--- src/exec_defines.svh ---
`ifndef EXEC_DEFINES_SVH
`define EXEC_DEFINES_SVH

// Data and address width
`define XLEN 32

// Shift amount taken from instr[24:20]
`define SHAMT_W 5

// Width of the ALU operation select
`define ALU_SEL_W 5

`endif
--- src/exec_pkg.sv ---
`default_nettype none

package exec_pkg;

    // Control bits carried into the execute/memory register
    typedef struct packed {
        logic jump;      // Redirect fetch next cycle
        logic reg_write; // Write rd in writeback
        logic mem_write; // Store in memory stage
    } ex_ctrl_t;

    // Bubble, also used for unsupported encodings
    localparam ex_ctrl_t EX_CTRL_NOP = '{jump: 1'b0, reg_write: 1'b0, mem_write: 1'b0};

endpackage

`default_nettype wire

--- src/rv_isa_pkg.sv ---
`default_nettype none

`include "exec_defines.svh"

package rv_isa_pkg;

    typedef enum logic [6:0] {
        OPC_LUI    = 7'b0110111,
        OPC_AUIPC  = 7'b0010111,
        OPC_JAL    = 7'b1101111,
        OPC_JALR   = 7'b1100111,
        OPC_BRANCH = 7'b1100011,
        OPC_LOAD   = 7'b0000011,
        OPC_STORE  = 7'b0100011,
        OPC_OP_IMM = 7'b0010011,
        OPC_OP     = 7'b0110011
    } opcode_e;

    localparam logic [2:0] F3_JALR = 3'b000;

    localparam logic [2:0] F3_BEQ  = 3'b000;
    localparam logic [2:0] F3_BNE  = 3'b001;
    localparam logic [2:0] F3_BLT  = 3'b100;
    localparam logic [2:0] F3_BGE  = 3'b101;
    localparam logic [2:0] F3_BLTU = 3'b110;
    localparam logic [2:0] F3_BGEU = 3'b111;

    localparam logic [2:0] F3_LB  = 3'b000;
    localparam logic [2:0] F3_LH  = 3'b001;
    localparam logic [2:0] F3_LW  = 3'b010;
    localparam logic [2:0] F3_LBU = 3'b100;
    localparam logic [2:0] F3_LHU = 3'b101;

    localparam logic [2:0] F3_SB = 3'b000;
    localparam logic [2:0] F3_SH = 3'b001;
    localparam logic [2:0] F3_SW = 3'b010;

    // Shared by OP and OP-IMM
    localparam logic [2:0] F3_ADD  = 3'b000;
    localparam logic [2:0] F3_SLL  = 3'b001;
    localparam logic [2:0] F3_SLT  = 3'b010;
    localparam logic [2:0] F3_SLTU = 3'b011;
    localparam logic [2:0] F3_XOR  = 3'b100;
    localparam logic [2:0] F3_SR   = 3'b101;
    localparam logic [2:0] F3_OR   = 3'b110;
    localparam logic [2:0] F3_AND  = 3'b111;

    localparam logic [6:0] F7_BASE = 7'b0000000;
    localparam logic [6:0] F7_ALT  = 7'b0100000; // SUB, SRA, SRAI

    typedef enum logic [`ALU_SEL_W-1:0] {
        ALU_ADD    = 5'd0,
        ALU_SUB    = 5'd1,
        ALU_OR     = 5'd2,
        ALU_XOR    = 5'd3,
        ALU_AND    = 5'd4,
        ALU_SLL    = 5'd5,
        ALU_SRL    = 5'd6,
        ALU_SRA    = 5'd7,
        ALU_SLLI   = 5'd8,
        ALU_SRLI   = 5'd9,
        ALU_SRAI   = 5'd10,
        ALU_ZERO   = 5'd11, // Constant 0 result
        ALU_ONE    = 5'd12, // Constant 1 result
        ALU_PASS_A = 5'd13
    } alu_sel_e;

endpackage

`default_nettype wire

--- src/exec_operands_if.sv ---
`timescale 1ns/1ps
`default_nettype none

`include "exec_defines.svh"

interface exec_operands_if;

    logic [`XLEN-1:0] rs1_val; // After forwarding
    logic [`XLEN-1:0] rs2_val;
    logic             eq;      // rs1 == rs2
    logic             lt;      // Signed rs1 < rs2
    logic             ltu;     // Unsigned rs1 < rs2

    modport fwd (
        output rs1_val, rs2_val, eq, lt, ltu
    );

    modport dec (
        input rs1_val, rs2_val, eq, lt, ltu
    );

endinterface

`default_nettype wire

--- src/exec_stage.sv ---
`timescale 1ns/1ps
`default_nettype none

`include "exec_defines.svh"

module exec_stage (
    input  wire logic                 clk_i,
    input  wire logic                 rstn_i,
    input  wire logic [`XLEN-1:0]     instr_i,
    input  wire logic [`XLEN-1:0]     imm_i,
    input  wire logic [`XLEN-1:0]     pc_i,
    input  wire logic [`XLEN-1:0]     alu_result_i,
    input  wire logic [`XLEN-1:0]     rs1_i,
    input  wire logic [`XLEN-1:0]     rs2_i,
    input  wire logic [`XLEN-1:0]     rs1_fwd_i,
    input  wire logic [`XLEN-1:0]     rs2_fwd_i,
    input  wire logic                 fwd_mem_rs1_i,
    input  wire logic                 fwd_wb_rs1_i,
    input  wire logic                 fwd_mem_rs2_i,
    input  wire logic                 fwd_wb_rs2_i,
    output logic [`XLEN-1:0]          operand_a_o,
    output logic [`XLEN-1:0]          operand_b_o,
    output logic [`SHAMT_W-1:0]       shamt_o,
    output rv_isa_pkg::alu_sel_e      alu_sel_o,
    output logic                      flush_o,
    output logic                      jump_o,
    output logic                      reg_write_o,
    output logic                      mem_write_o,
    output logic [`XLEN-1:0]          mem_data_o,
    output logic [`XLEN-1:0]          alu_result_o,
    output logic [`XLEN-1:0]          pc_o,
    output logic [`XLEN-1:0]          instr_o
);

    exec_operands_if ops ();

    exec_forward u_forward (
        .rs1_i         (rs1_i),
        .rs2_i         (rs2_i),
        .rs1_fwd_i     (rs1_fwd_i),
        .rs2_fwd_i     (rs2_fwd_i),
        .fwd_mem_rs1_i (fwd_mem_rs1_i),
        .fwd_wb_rs1_i  (fwd_wb_rs1_i),
        .fwd_mem_rs2_i (fwd_mem_rs2_i),
        .fwd_wb_rs2_i  (fwd_wb_rs2_i),
        .ops           (ops.fwd)
    );

    exec_decode u_decode (
        .clk_i        (clk_i),
        .rstn_i       (rstn_i),
        .instr_i      (instr_i),
        .imm_i        (imm_i),
        .pc_i         (pc_i),
        .alu_result_i (alu_result_i),
        .ops          (ops.dec),
        .operand_a_o  (operand_a_o),
        .operand_b_o  (operand_b_o),
        .shamt_o      (shamt_o),
        .alu_sel_o    (alu_sel_o),
        .flush_o      (flush_o),
        .jump_o       (jump_o),
        .reg_write_o  (reg_write_o),
        .mem_write_o  (mem_write_o),
        .mem_data_o   (mem_data_o),
        .alu_result_o (alu_result_o),
        .pc_o         (pc_o),
        .instr_o      (instr_o)
    );

endmodule

`default_nettype wire

--- src/exec_decode.sv ---
`timescale 1ns/1ps
`default_nettype none

`include "exec_defines.svh"

module exec_decode (
    input  wire logic                 clk_i,
    input  wire logic                 rstn_i,
    input  wire logic [`XLEN-1:0]     instr_i,
    input  wire logic [`XLEN-1:0]     imm_i,
    input  wire logic [`XLEN-1:0]     pc_i,
    input  wire logic [`XLEN-1:0]     alu_result_i,
    exec_operands_if.dec              ops,
    output logic [`XLEN-1:0]          operand_a_o,
    output logic [`XLEN-1:0]          operand_b_o,
    output logic [`SHAMT_W-1:0]       shamt_o,
    output rv_isa_pkg::alu_sel_e      alu_sel_o,
    output logic                      flush_o,
    output logic                      jump_o,
    output logic                      reg_write_o,
    output logic                      mem_write_o,
    output logic [`XLEN-1:0]          mem_data_o,
    output logic [`XLEN-1:0]          alu_result_o,
    output logic [`XLEN-1:0]          pc_o,
    output logic [`XLEN-1:0]          instr_o
);

    import rv_isa_pkg::*;
    import exec_pkg::*;

    opcode_e          opcode;
    logic [2:0]       funct3;
    logic [6:0]       funct7;
    logic             br_valid;
    logic             br_taken;
    logic             imm_lt;
    logic             imm_ltu;
    logic             illegal;
    ex_ctrl_t         ctrl_d;
    ex_ctrl_t         ctrl_q;
    logic [`XLEN-1:0] mem_data_d;

    assign opcode = opcode_e'(instr_i[6:0]);
    assign funct3 = instr_i[14:12];
    assign funct7 = instr_i[31:25];

    // SLTI/SLTIU compare against the immediate, not rs2
    assign imm_lt  = ($signed(ops.rs1_val) < $signed(imm_i));
    assign imm_ltu = (ops.rs1_val < imm_i);

    always_comb begin
        br_valid = 1'b1;
        br_taken = 1'b0;
        case (funct3)
            F3_BEQ:  br_taken = ops.eq;
            F3_BNE:  br_taken = ~ops.eq;
            F3_BLT:  br_taken = ops.lt;
            F3_BGE:  br_taken = ~ops.lt;
            F3_BLTU: br_taken = ops.ltu;
            F3_BGEU: br_taken = ~ops.ltu;
            default: br_valid = 1'b0; // 010, 011 reserved
        endcase
    end

    always_comb begin
        ctrl_d      = EX_CTRL_NOP;
        operand_a_o = '0;
        operand_b_o = '0;
        shamt_o     = '0;
        alu_sel_o   = ALU_ADD;
        mem_data_d  = '0;
        illegal     = 1'b0;
        case (opcode)
            OPC_LUI: begin
                operand_a_o      = imm_i; // Upper immediate already shifted
                ctrl_d.reg_write = 1'b1;
            end
            OPC_AUIPC: begin
                operand_a_o      = imm_i;
                operand_b_o      = pc_i;
                ctrl_d.reg_write = 1'b1;
            end
            OPC_JAL: begin
                operand_a_o      = imm_i;
                operand_b_o      = pc_i;  // Jump target
                ctrl_d.jump      = 1'b1;
                ctrl_d.reg_write = 1'b1;
            end
            OPC_JALR: begin
                operand_a_o      = ops.rs1_val;
                operand_b_o      = imm_i;
                ctrl_d.jump      = 1'b1;
                ctrl_d.reg_write = 1'b1;
                illegal          = (funct3 != F3_JALR);
            end
            OPC_BRANCH: begin
                operand_a_o = imm_i;
                operand_b_o = pc_i;       // Branch target
                ctrl_d.jump = br_taken;
                illegal     = ~br_valid;
            end
            OPC_LOAD: begin
                operand_a_o      = ops.rs1_val; // Effective address
                operand_b_o      = imm_i;
                ctrl_d.reg_write = 1'b1;
                illegal = !(funct3 inside {F3_LB, F3_LH, F3_LW, F3_LBU, F3_LHU});
            end
            OPC_STORE: begin
                operand_a_o      = ops.rs1_val;
                operand_b_o      = imm_i;
                mem_data_d       = ops.rs2_val;
                ctrl_d.mem_write = 1'b1;
                illegal = !(funct3 inside {F3_SB, F3_SH, F3_SW});
            end
            OPC_OP_IMM: begin
                operand_a_o      = ops.rs1_val;
                operand_b_o      = imm_i;
                ctrl_d.reg_write = 1'b1;
                case (funct3)
                    F3_ADD:  alu_sel_o = ALU_ADD;
                    F3_SLT:  alu_sel_o = imm_lt ? ALU_ONE : ALU_ZERO;
                    F3_SLTU: alu_sel_o = imm_ltu ? ALU_ONE : ALU_ZERO;
                    F3_XOR:  alu_sel_o = ALU_XOR;
                    F3_OR:   alu_sel_o = ALU_OR;
                    F3_AND:  alu_sel_o = ALU_AND;
                    F3_SLL: begin
                        operand_b_o = '0;
                        shamt_o     = instr_i[24:20];
                        alu_sel_o   = ALU_SLLI;
                        illegal     = (funct7 != F7_BASE); // Count ops land here
                    end
                    F3_SR: begin
                        operand_b_o = '0;
                        shamt_o     = instr_i[24:20];
                        alu_sel_o   = (funct7 == F7_ALT) ? ALU_SRAI : ALU_SRLI;
                        illegal     = !(funct7 inside {F7_BASE, F7_ALT});
                    end
                endcase
            end
            OPC_OP: begin
                operand_a_o      = ops.rs1_val;
                operand_b_o      = ops.rs2_val;
                ctrl_d.reg_write = 1'b1;
                // Only ADD/SUB and SRL/SRA take the alternate funct7
                illegal = !((funct7 == F7_BASE) ||
                            ((funct7 == F7_ALT) && (funct3 inside {F3_ADD, F3_SR})));
                case (funct3)
                    F3_ADD:  alu_sel_o = (funct7 == F7_ALT) ? ALU_SUB : ALU_ADD;
                    F3_SLL:  alu_sel_o = ALU_SLL;
                    F3_SLT:  alu_sel_o = ops.lt ? ALU_ONE : ALU_ZERO;
                    F3_SLTU: alu_sel_o = ops.ltu ? ALU_ONE : ALU_ZERO;
                    F3_XOR:  alu_sel_o = ALU_XOR;
                    F3_SR:   alu_sel_o = (funct7 == F7_ALT) ? ALU_SRA : ALU_SRL;
                    F3_OR:   alu_sel_o = ALU_OR;
                    F3_AND:  alu_sel_o = ALU_AND;
                endcase
            end
            default: illegal = 1'b1;
        endcase

        if (illegal) begin // Squash to a bubble
            ctrl_d      = EX_CTRL_NOP;
            operand_a_o = '0;
            operand_b_o = '0;
            shamt_o     = '0;
            alu_sel_o   = ALU_ADD;
            mem_data_d  = '0;
        end
    end

    // Same-cycle redirect to fetch; jump_o repeats it one cycle later
    assign flush_o = ctrl_d.jump;

    always_ff @(posedge clk_i) begin
        if (!rstn_i) begin
            ctrl_q       <= EX_CTRL_NOP;
            mem_data_o   <= '0;
            alu_result_o <= '0;
            pc_o         <= '0;
            instr_o      <= '0;
        end else begin
            ctrl_q       <= ctrl_d;
            mem_data_o   <= mem_data_d;
            alu_result_o <= alu_result_i; // ALU answers in the same cycle
            pc_o         <= pc_i;
            instr_o      <= instr_i;
        end
    end

    assign jump_o      = ctrl_q.jump;
    assign reg_write_o = ctrl_q.reg_write;
    assign mem_write_o = ctrl_q.mem_write;

    // A redirect in the memory stage must never also be a store
    assert property (@(posedge clk_i) disable iff (!rstn_i) !(jump_o && mem_write_o))
        else $error("jump and mem_write both set in execute/memory register");

    assert property (@(posedge clk_i) disable iff (!rstn_i) alu_sel_o <= ALU_PASS_A)
        else $error("ALU select out of range");

endmodule

`default_nettype wire

--- src/exec_forward.sv ---
`timescale 1ns/1ps
`default_nettype none

`include "exec_defines.svh"

module exec_forward (
    input  wire logic [`XLEN-1:0] rs1_i,
    input  wire logic [`XLEN-1:0] rs2_i,
    input  wire logic [`XLEN-1:0] rs1_fwd_i,
    input  wire logic [`XLEN-1:0] rs2_fwd_i,
    input  wire logic             fwd_mem_rs1_i,
    input  wire logic             fwd_wb_rs1_i,
    input  wire logic             fwd_mem_rs2_i,
    input  wire logic             fwd_wb_rs2_i,
    exec_operands_if.fwd          ops
);

    logic             use_fwd_rs1;
    logic             use_fwd_rs2;
    logic [`XLEN-1:0] rs1_sel;
    logic [`XLEN-1:0] rs2_sel;

    // Hazard unit already picked mem or wb, either one means take it
    assign use_fwd_rs1 = fwd_mem_rs1_i | fwd_wb_rs1_i;
    assign use_fwd_rs2 = fwd_mem_rs2_i | fwd_wb_rs2_i;

    assign rs1_sel = use_fwd_rs1 ? rs1_fwd_i : rs1_i;
    assign rs2_sel = use_fwd_rs2 ? rs2_fwd_i : rs2_i;

    assign ops.rs1_val = rs1_sel;
    assign ops.rs2_val = rs2_sel;

    // One comparator for branches and SLT/SLTU
    assign ops.eq  = (rs1_sel == rs2_sel);
    assign ops.lt  = ($signed(rs1_sel) < $signed(rs2_sel));
    assign ops.ltu = (rs1_sel < rs2_sel);

    always_comb begin
        if (use_fwd_rs1) begin
            assert (!$isunknown(rs1_fwd_i))
                else $error("rs1 forward selected with unknown hazard value");
        end
        if (use_fwd_rs2) begin
            assert (!$isunknown(rs2_fwd_i))
                else $error("rs2 forward selected with unknown hazard value");
        end
    end

endmodule

`default_nettype wire

--- config.mk ---
export PLATFORM = sky130hd
export DESIGN_NAME = exec_stage
export DESIGN_NICKNAME = d
export VERILOG_FILES = /design/src/exec_pkg.sv /design/src/rv_isa_pkg.sv /design/src/exec_operands_if.sv /design/src/exec_stage.sv /design/src/exec_decode.sv /design/src/exec_forward.sv
export VERILOG_INCLUDE_DIRS = /design/src
export SDC_FILE = /design/constraint.sdc
export NUM_CORES = 1
export LEC_CHECK = 0
export CAP_MARGIN = 20
export CORE_AREA = 3 3 179 181
export CTS_CLUSTER_DIAMETER = 50
export DETAILED_ROUTE_END_ITERATION = 6
export DIE_AREA = 0 0 182 184
export DONT_BUFFER_PORTS = 1
export PLACE_DENSITY_LB_ADDON = 0.05
export SLEW_MARGIN = 10
export SYNTH_ARGS = -nofsm -noshare
export SYNTH_HDL_FRONTEND = slang
export SYNTH_SLANG_ARGS = --single-unit
--- constraint.sdc ---
create_clock -name clk_i -period 8.9 [get_ports clk_i]
set_input_delay 2.225 -clock clk_i [delete_from_list [all_inputs] [get_ports clk_i]]
set_output_delay 2.225 -clock clk_i [all_outputs]
set_load 0.005 [all_outputs]
==> results.txt, run 1 <==
* IR Drop Worst-Case VDD: 0.121 mV
- Transition time at the pin with the least slew margin: 1.14 ns
* RSZ-0062 raised after global routing: false
- The detailed router placed 6,529 vias in this run.
- Initial standard-cell utilization of the core: 24.7%
- Setup violations remaining at the end of the flow were counted as 0.
- Number of maximum-capacitance constraint violations: 0
* Wire length on met1: 12,600 um
- The die is 182 um wide.
- The worst pin sits at a relative slew slack of 23.8%.
- Clock tree from TritonCTS: done
- Along the worst hold path, the cell count comes to 1.
- For this run, design rule violations remaining after detail routing come to 0.
- Worst path cell trace: nor2_4 -> buf_12 -> buf_4 -> mux2i_1 -> ha_1 -> a211oi_1 -> nor2_1 -> o31ai_1 -> o31ai_1 -> a211oi_1 -> o21ai_0 -> and4_1 -> nor3_1 -> buf_4
- Post-synthesis xor/xnor area fraction: 0.347%
- The synthesized netlist devotes 10.3% of its cell area to adder and majority cells.
* Routed length on met2: 17,300 um
- Crit share post-route: 91.7%
- Post-Syn Nets: 1,187
- After synthesis, the largest family of logic cells by area is simple AND/OR/NAND/NOR gates.
- The worst hold path terminates at u_decode.pc_o[16]$_SDFF_PN0_.
- Summing the areas of all compound-gate instances in the mapped netlist gives 15.5% of the synthesized area.
* TritonCTS buffer count: 17
* Top cell type's share of synthesized area: 34.7%
* Syn Area/Cell: 8.76 um^2
- After legalization and detailed placement, the total HPWL measured 26,000 um.
- # H-tree levels: 4
- Library cell used as clock root buffer: sky130_fd_sc_hd__clkbuf_16
* Port buffer count: 0
* Class of the tightest hold or removal check: in -> reg
- Counting along the longest clock path gives a buffer depth of 2.
- sky130_fd_sc_hd__dfxtp_1 is the most common cell in the netlist.
* Number of enable-type register cells in the synthesized netlist: 0
* Overall power of the completed layout: 1.58 mW
- STA classifies the critical path endpoint as an output pin.
* Clk pin slew, worst setup/hold paths: 0.07 ns
- Timing-limited maximum frequency: 122 MHz
* Largest fanout on the critical path: 11
- The critical path is of the in -> out type.
- CTS saw 131 sinks.
- Compared with the post-synthesis result, the final layout area differs by 14.2%.
- Synth warn: 0
- Once detail routing completed, the nets flagged for antenna violations numbered 0.
- All-Layer GR Usage: 19.2%
- Wirelength, routed: 33,600 um
- The floorplan step defined a die boundary enclosing 33,500 um^2.
- Synthesis handed over a netlist of 863 instances.
* Area share of and/or/nand/nor cells after synthesis: 24.6%
* Power Dens Cells: 183 nW/um^2
- The commonest cells after synthesis are 131 x sky130_fd_sc_hd__dfxtp_1, 123 x sky130_fd_sc_hd__nor2_1, 102 x sky130_fd_sc_hd__and2_1.
* Data required time at the worst endpoint: 6.68 ns
* Total negative slack for setup checks: 0 ns
* Data arrival, critical path: 5.94 ns
* Setup repair bufs after CTS: 0
* Post-CTS Resized: 0
- For this run, the detailed router's first-pass iteration total came to 6.
* GR Overflow Total: 0
* Routed vias/inst: 5.21
- The die is 184 um tall.
- Final count of pins violating max slew: 0
- Starting DRC count in detailed routing: 311
- Proportion of layout cells with a drive suffix above 1: 14.8%
- The mapped netlist covers 7560 um^2.
* Hold path startpoint: pc_i[16]
* Post-synthesis sequential element count: 131
* Slowest stage delay, CP: 0.52 ns
- The smallest clock period supported by the final layout is computed as 8.16 ns.
* Pin count of the biggest net entering global routing: 97
- Ranked by total cell area, the synthesized netlist is headed by sky130_fd_sc_hd__dfxtp_1 35%, sky130_fd_sc_hd__ha_1 10%, sky130_fd_sc_hd__and2_1 8.4%.
- Ys async rst share: 0%
* Initial antenna violation count: 5
- The region available for standard cell placement spans 30,600 um^2.
* P_leak: 3.29 nW
* Global-route wire length before repair: 47,600 um
* Minimum setup slack in the final design: 0.736 ns
- The via count of the first global-routing pass came to 7,079.
- Worst-path cell with the longest stage delay: sky130_fd_sc_hd__o31ai_1
- The largest total area in the synthesized netlist belongs to sky130_fd_sc_hd__dfxtp_1.
- The run finished with clean final reports.
- Wire length per cell: 26.8 um
* Share of synthesized area spent on multiplexers: 9.26%
- In this run the core area contains 64 standard-cell rows.
- STA classifies the critical path startpoint as an input pin.
- 468 I/O pins were placed.
* Final Net Count: 1,167
- Final Hold Vio Count: 0
- Global placement routability congestion: 0.867
- In this run, post-CTS hold repair placed 0 buffers.
- Met3 routed WL: 2910 um
* Post-synthesis cell type count: 61
- The most used flip-flop cell after synthesis is sky130_fd_sc_hd__dfxtp_1.
- Sequential elements use 34.7% of the synthesized area.
- Before CTS, the worst setup slack after placement is 0.683 ns.
* Highest signal layer in the routed design: met5
[layer usage]
metal  global-route usage (%)  vias to the layer above
met5                        0                        -
li1                         -                     3001
met4                     6.79                        6
met2                     35.1                      376
met1                     20.7                     3107
met3                     6.33                       39
[flip-flops by register name, summed over array words and instances, names as in the netlist]
register               count
u_decode.mem_write_o       1
u_decode.alu_result_o     32
u_decode.reg_write_o       1
u_decode.jump_o            1
u_decode.mem_data_o       32
u_decode.instr_o          32
u_decode.pc_o             32
[cell families (layout without fill, tap and decap cells)]
| family | count (synthesis) | in the layout |
|---|---|---|
| compound gates | 164 | 164 |
| other cells | 1 | 3 |
| simple gates | 341 | 341 |
| buf+inv | 95 | 88 |
| xor+xnor | 3 | 3 |
| fa+ha+maj | 62 | 62 |
| flops | 131 | 131 |
| mux | 66 | 66 |
[stage by stage]
step           instances  utilization, %  area [um^2]  hold WS, ns
2_1_floorplan        863               -         7560         2.35
3_3_place_gp        1219            26.1         8000         2.35
3_5_place_dp        1219            26.1         8000         2.35
4_1_cts             1251            28.1         8610         1.89
5_1_grt             1254            28.2         8640         1.89
6_report            1254            28.2         8640         1.92
[layout make-up]
cell class / count / area [um^2]
fill: 3274 / 21900
inverter: 41 / 154
clock inverter: 14 / 179
timing repair buffer: 15 / 145
multi-input combinational: 637 / 4610
clock buffer: 18 / 429
antenna: 2 / 5.00
sequential: 131 / 2620
tap: 396 / 495
[critical path, delay by kind of cell]
kind | cells | cell delay, ns
mux | 1 | 0.41
buf+inv | 3 | 0.56
fa+ha+maj | 1 | 0.31
simple gates | 4 | 0.99
compound gates | 5 | 1.41
[cells in the final DEF (no fill, tap or decap), types with 3 or more instances in the layout]
master / n
sky130_fd_sc_hd__dfxtp_1: 131
sky130_fd_sc_hd__nor2_1: 119
sky130_fd_sc_hd__and2_1: 102
sky130_fd_sc_hd__ha_1: 62
sky130_fd_sc_hd__inv_1: 41
sky130_fd_sc_hd__mux2i_1: 34
sky130_fd_sc_hd__a221oi_1: 33
sky130_fd_sc_hd__mux2_2: 32
sky130_fd_sc_hd__a22oi_1: 31
sky130_fd_sc_hd__a21oi_1: 28
sky130_fd_sc_hd__o21ai_0: 21
sky130_fd_sc_hd__nor2_2: 19
sky130_fd_sc_hd__nand2_1: 18
sky130_fd_sc_hd__clkbuf_16: 17
sky130_fd_sc_hd__nor2_4: 14
sky130_fd_sc_hd__nand4_1: 14
sky130_fd_sc_hd__buf_4: 13
sky130_fd_sc_hd__a21o_1: 9
sky130_fd_sc_hd__a211oi_1: 9
sky130_fd_sc_hd__nand3_1: 8
sky130_fd_sc_hd__nor3_1: 6
sky130_fd_sc_hd__o211ai_1: 6
sky130_fd_sc_hd__nor2b_1: 6
sky130_fd_sc_hd__nand2b_1: 6
sky130_fd_sc_hd__nor4_1: 5
sky130_fd_sc_hd__clkinv_4: 4
sky130_fd_sc_hd__a211o_1: 3
sky130_fd_sc_hd__or2_2: 3
sky130_fd_sc_hd__o21a_1: 3
sky130_fd_sc_hd__and4_1: 3
sky130_fd_sc_hd__o31ai_1: 3
sky130_fd_sc_hd__bufinv_16: 3
[report_power, final]
group          switching (mW)  leakage (nW)  internal, mW
Combinational           0.122          1.92        0.0894
Sequential             0.0128          1.08         0.610
Clock                   0.300         0.293         0.445
Total                   0.435          3.29          1.14
[worst max-delay path by stage]
stage | start | to | cells after the start
3_3_place_gp | fwd_wb_rs2_i | flush_o | 14
3_5_place_dp | fwd_wb_rs2_i | flush_o | 14
5_1_grt | fwd_wb_rs2_i | flush_o | 14
2_1_floorplan | fwd_wb_rs2_i | flush_o | 13
4_1_cts | fwd_wb_rs2_i | flush_o | 14
6_report | fwd_wb_rs2_i | flush_o | 14
Note: power is estimated with default switching activity, not from simulation.
==> run 2: changes to the inputs <==
--- a/config.mk
+++ b/config.mk
@@ -7,12 +7,14 @@
 export NUM_CORES = 1
 export LEC_CHECK = 0
 export CAP_MARGIN = 20
-export CORE_AREA = 3 3 179 181
+export CELL_PAD_IN_SITES_DETAIL_PLACEMENT = 1
+export CELL_PAD_IN_SITES_GLOBAL_PLACEMENT = 2
+export CORE_AREA = 3 3 183 185
 export CTS_CLUSTER_DIAMETER = 50
 export DETAILED_ROUTE_END_ITERATION = 6
-export DIE_AREA = 0 0 182 184
+export DIE_AREA = 0 0 186 188
 export DONT_BUFFER_PORTS = 1
-export PLACE_DENSITY_LB_ADDON = 0.05
+export PLACE_DENSITY = 0.7
 export SLEW_MARGIN = 10
 export SYNTH_ARGS = -nofsm -noshare
 export SYNTH_HDL_FRONTEND = slang
==> constraint.sdc (replaced) <==
create_clock -name clk_i -period 8 [get_ports clk_i]
set_input_delay 2 -clock clk_i [delete_from_list [all_inputs] [get_ports clk_i]]
set_output_delay 2 -clock clk_i [all_outputs]
set_load 0.005 [all_outputs]
==> run 2 against run 1 <==
Effect of this change: non-clock buffer count increased by 4; via count increased by 1.0%; highest routed layer is now met4; clock power is 17% higher; combinational power grew 14%; critical endpoint unchanged; largest power group unchanged.
==> results.txt, run 2 (synthesized netlist as in run 1, its figures left out) <==
* Clk pin slew, worst setup/hold paths: 0.07 ns
- Number of global-route vias before repair: 7,080
* Number of nets still failing antenna checks after routing: 0
- Derived from the worst setup path, the maximum achievable clock frequency is 135 MHz.
- Routed vias/inst: 5.18
- Wire length per cell: 26.3 um
- For this run, design rule violations remaining after detail routing come to 0.
- Total negative slack for setup checks: 0 ns
- Max-cap violations in this run came to 0.
- The number of setup buffers added after CTS is 0.
* Class of the tightest hold or removal check: in -> reg
- Final count of pins violating max slew: 0
- Leaving out fill and tap cells, the most frequent cell in the layout is sky130_fd_sc_hd__dfxtp_1.
- Counting instances, the worst hold path has a depth of 1.
- Quantity of hold-fixing buffers added after cts: 0
- Clock sink count: 131
- IR Drop Worst-Case VDD: 0.141 mV
* Headroom to the max-slew limit: 27.4%
- Crit path time final: 7.40 ns
- Counting along the longest clock path gives a buffer depth of 2.
- # H-tree levels: 4
- During I/O placement, the number of pins put on the boundary was 468.
- Clock tree from TritonCTS: done
* Library cell used as clock root buffer: sky130_fd_sc_hd__clkbuf_16
* Capture endpoint of the worst hold path: u_decode.pc_o[11]$_SDFF_PN0_
- Wirelength, routed: 33,400 um
- The initialized floorplan defines 66 standard-cell rows.
* Initial antenna violation count: 4
- The core region is 32,200 um^2.
* Starting DRC count in detailed routing: 228
- Measured along the y axis, the die boundary spans 188 um.
- At the worst endpoint, the required time is 6.00 ns.
- Final Net Count: 1,171
- Dividing the final minimum period by the clock period gives 92.5%.
- At the pin with the least slew margin, the transition time is 1.06 ns.
- Worst Path Class, Setup: in -> out
* Element type at the critical path start: input pin
- The flow ran to the end, and the final reports show no timing, DRC or antenna violations.
* First-pass iteration count of the detailed router: 5
* Post-detail-place hpwl: 26,300 um
- From synthesis to final layout, the design area changed by 15.3%.
* Overall die width: 186 um
- P_leak: 3.33 nW
- Of the cells placed in the final design, the portion with a size suffix greater than 1 is 15.3%.
* Pin count of the biggest net entering global routing: 97
* Final Hold Vio Count: 0
- Setup repair after global routing left no endpoint under its margin.
* GR Overflow Total: 0
- STA classifies the critical path endpoint as an output pin.
* All-Layer GR Usage: 18.4%
* Data arrival, critical path: 5.40 ns
- In this run the worst path has a maximum fanout of 32.
* Power Dens Cells: 207 nW/um^2
- Port buffer count: 0
* Total number of vias: 6,594
- Once the floorplan was initialized, standard cells occupied 23.5% of the core.
- Most used cells in the layout excluding fill and tap cells: 131 x sky130_fd_sc_hd__dfxtp_1, 119 x sky130_fd_sc_hd__nor2_1, 102 x sky130_fd_sc_hd__and2_1
- The startpoint identified for the worst hold timing path is pc_i[11].
- Post-CTS Resized: 0
* Fillers: 3,749
- The floorplan step defined a die boundary enclosing 35,000 um^2.
- Total power for the finished layout comes to 1.80 mW.
- TritonCTS buffer count: 17
* Final count of negative-setup-slack endpoints: 0
- At the end of routability-driven placement, the weighted congestion stood at 0.814.
- The first global-routing pass estimated 47,000 um of wire.
-- run 2: cell types whose count changed in the layout (fill, tap and decap cells not counted), sizes merged --
cell	change
clkinv	-2
clkbuf	+1
bufinv	+1
diode	+2
buf	+4
-- run 2: report_power, final --
part	internal [mW]	switching, mW
clock	0.543	0.325
combinational	0.103	0.138
sequential	0.679	0.0147
-- run 2: how the worst max path moves through the flow --
stage,depth (start not counted),slack [ns],endpoint,from
final,13,0.60,flush_o,fwd_wb_rs2_i
after global routing,13,0.29,flush_o,fwd_wb_rs2_i
after CTS,13,0.61,flush_o,fwd_wb_rs2_i
after detailed placement,13,0.62,flush_o,fwd_wb_rs1_i
after global placement,13,0.68,flush_o,fwd_wb_rs1_i
after floorplan,13,0.73,flush_o,fwd_wb_rs2_i
-- run 2: routing by layer --
layer | up-vias | wire length [um] | GRT usage, %
li1 | 3016 | - | -
met4 | 0 | 872 | 7.53
met2 | 351 | 17000 | 32.9
met5 | - | 0 | 0
met1 | 3185 | 12700 | 19.9
met3 | 42 | 2820 | 5.92
-- run 2: through the flow --
step | setup slack (ns) | hold WS (ns) | utilization, % | cell area, um^2 | cells
after CTS | 0.605 | 1.65 | 27.1 | 8710 | 1268
after floorplan | 0.727 | 2.12 | - | 7560 | 863
after global placement | 0.681 | 2.12 | 25.0 | 8060 | 1236
after global routing | 0.289 | 1.65 | 27.1 | 8720 | 1272
after detailed placement | 0.617 | 2.13 | 25.0 | 8060 | 1236
final | 0.597 | 1.68 | 27.1 | 8720 | 1272
-- run 2: critical path, cell delays in order --
cell	delay, ns
sky130_fd_sc_hd__nor2_4	0.10
sky130_fd_sc_hd__buf_12	0.27
sky130_fd_sc_hd__mux2i_1	0.36
sky130_fd_sc_hd__ha_1	0.32
sky130_fd_sc_hd__a211oi_1	0.26
sky130_fd_sc_hd__o211ai_1	0.14
sky130_fd_sc_hd__o221a_2	0.27
sky130_fd_sc_hd__or4_1	0.65
sky130_fd_sc_hd__a211oi_1	0.26
sky130_fd_sc_hd__o21ai_0	0.11
sky130_fd_sc_hd__and4_1	0.27
sky130_fd_sc_hd__nor3_1	0.21
sky130_fd_sc_hd__buf_4	0.15
-- run 2: layout make-up --
cell class	count	area (um^2)	share of cell area, %
Multi-Input combinational cell	637	4610	52.8
Sequential cell	131	2620	30.1
Tap cell	408	510	5.85
Clock buffer	19	453	5.19
Clock inverter	13	196	2.25
Timing Repair Buffer	19	168	1.92
Inverter	41	154	1.76
Antenna cell	4	10.0	0.115
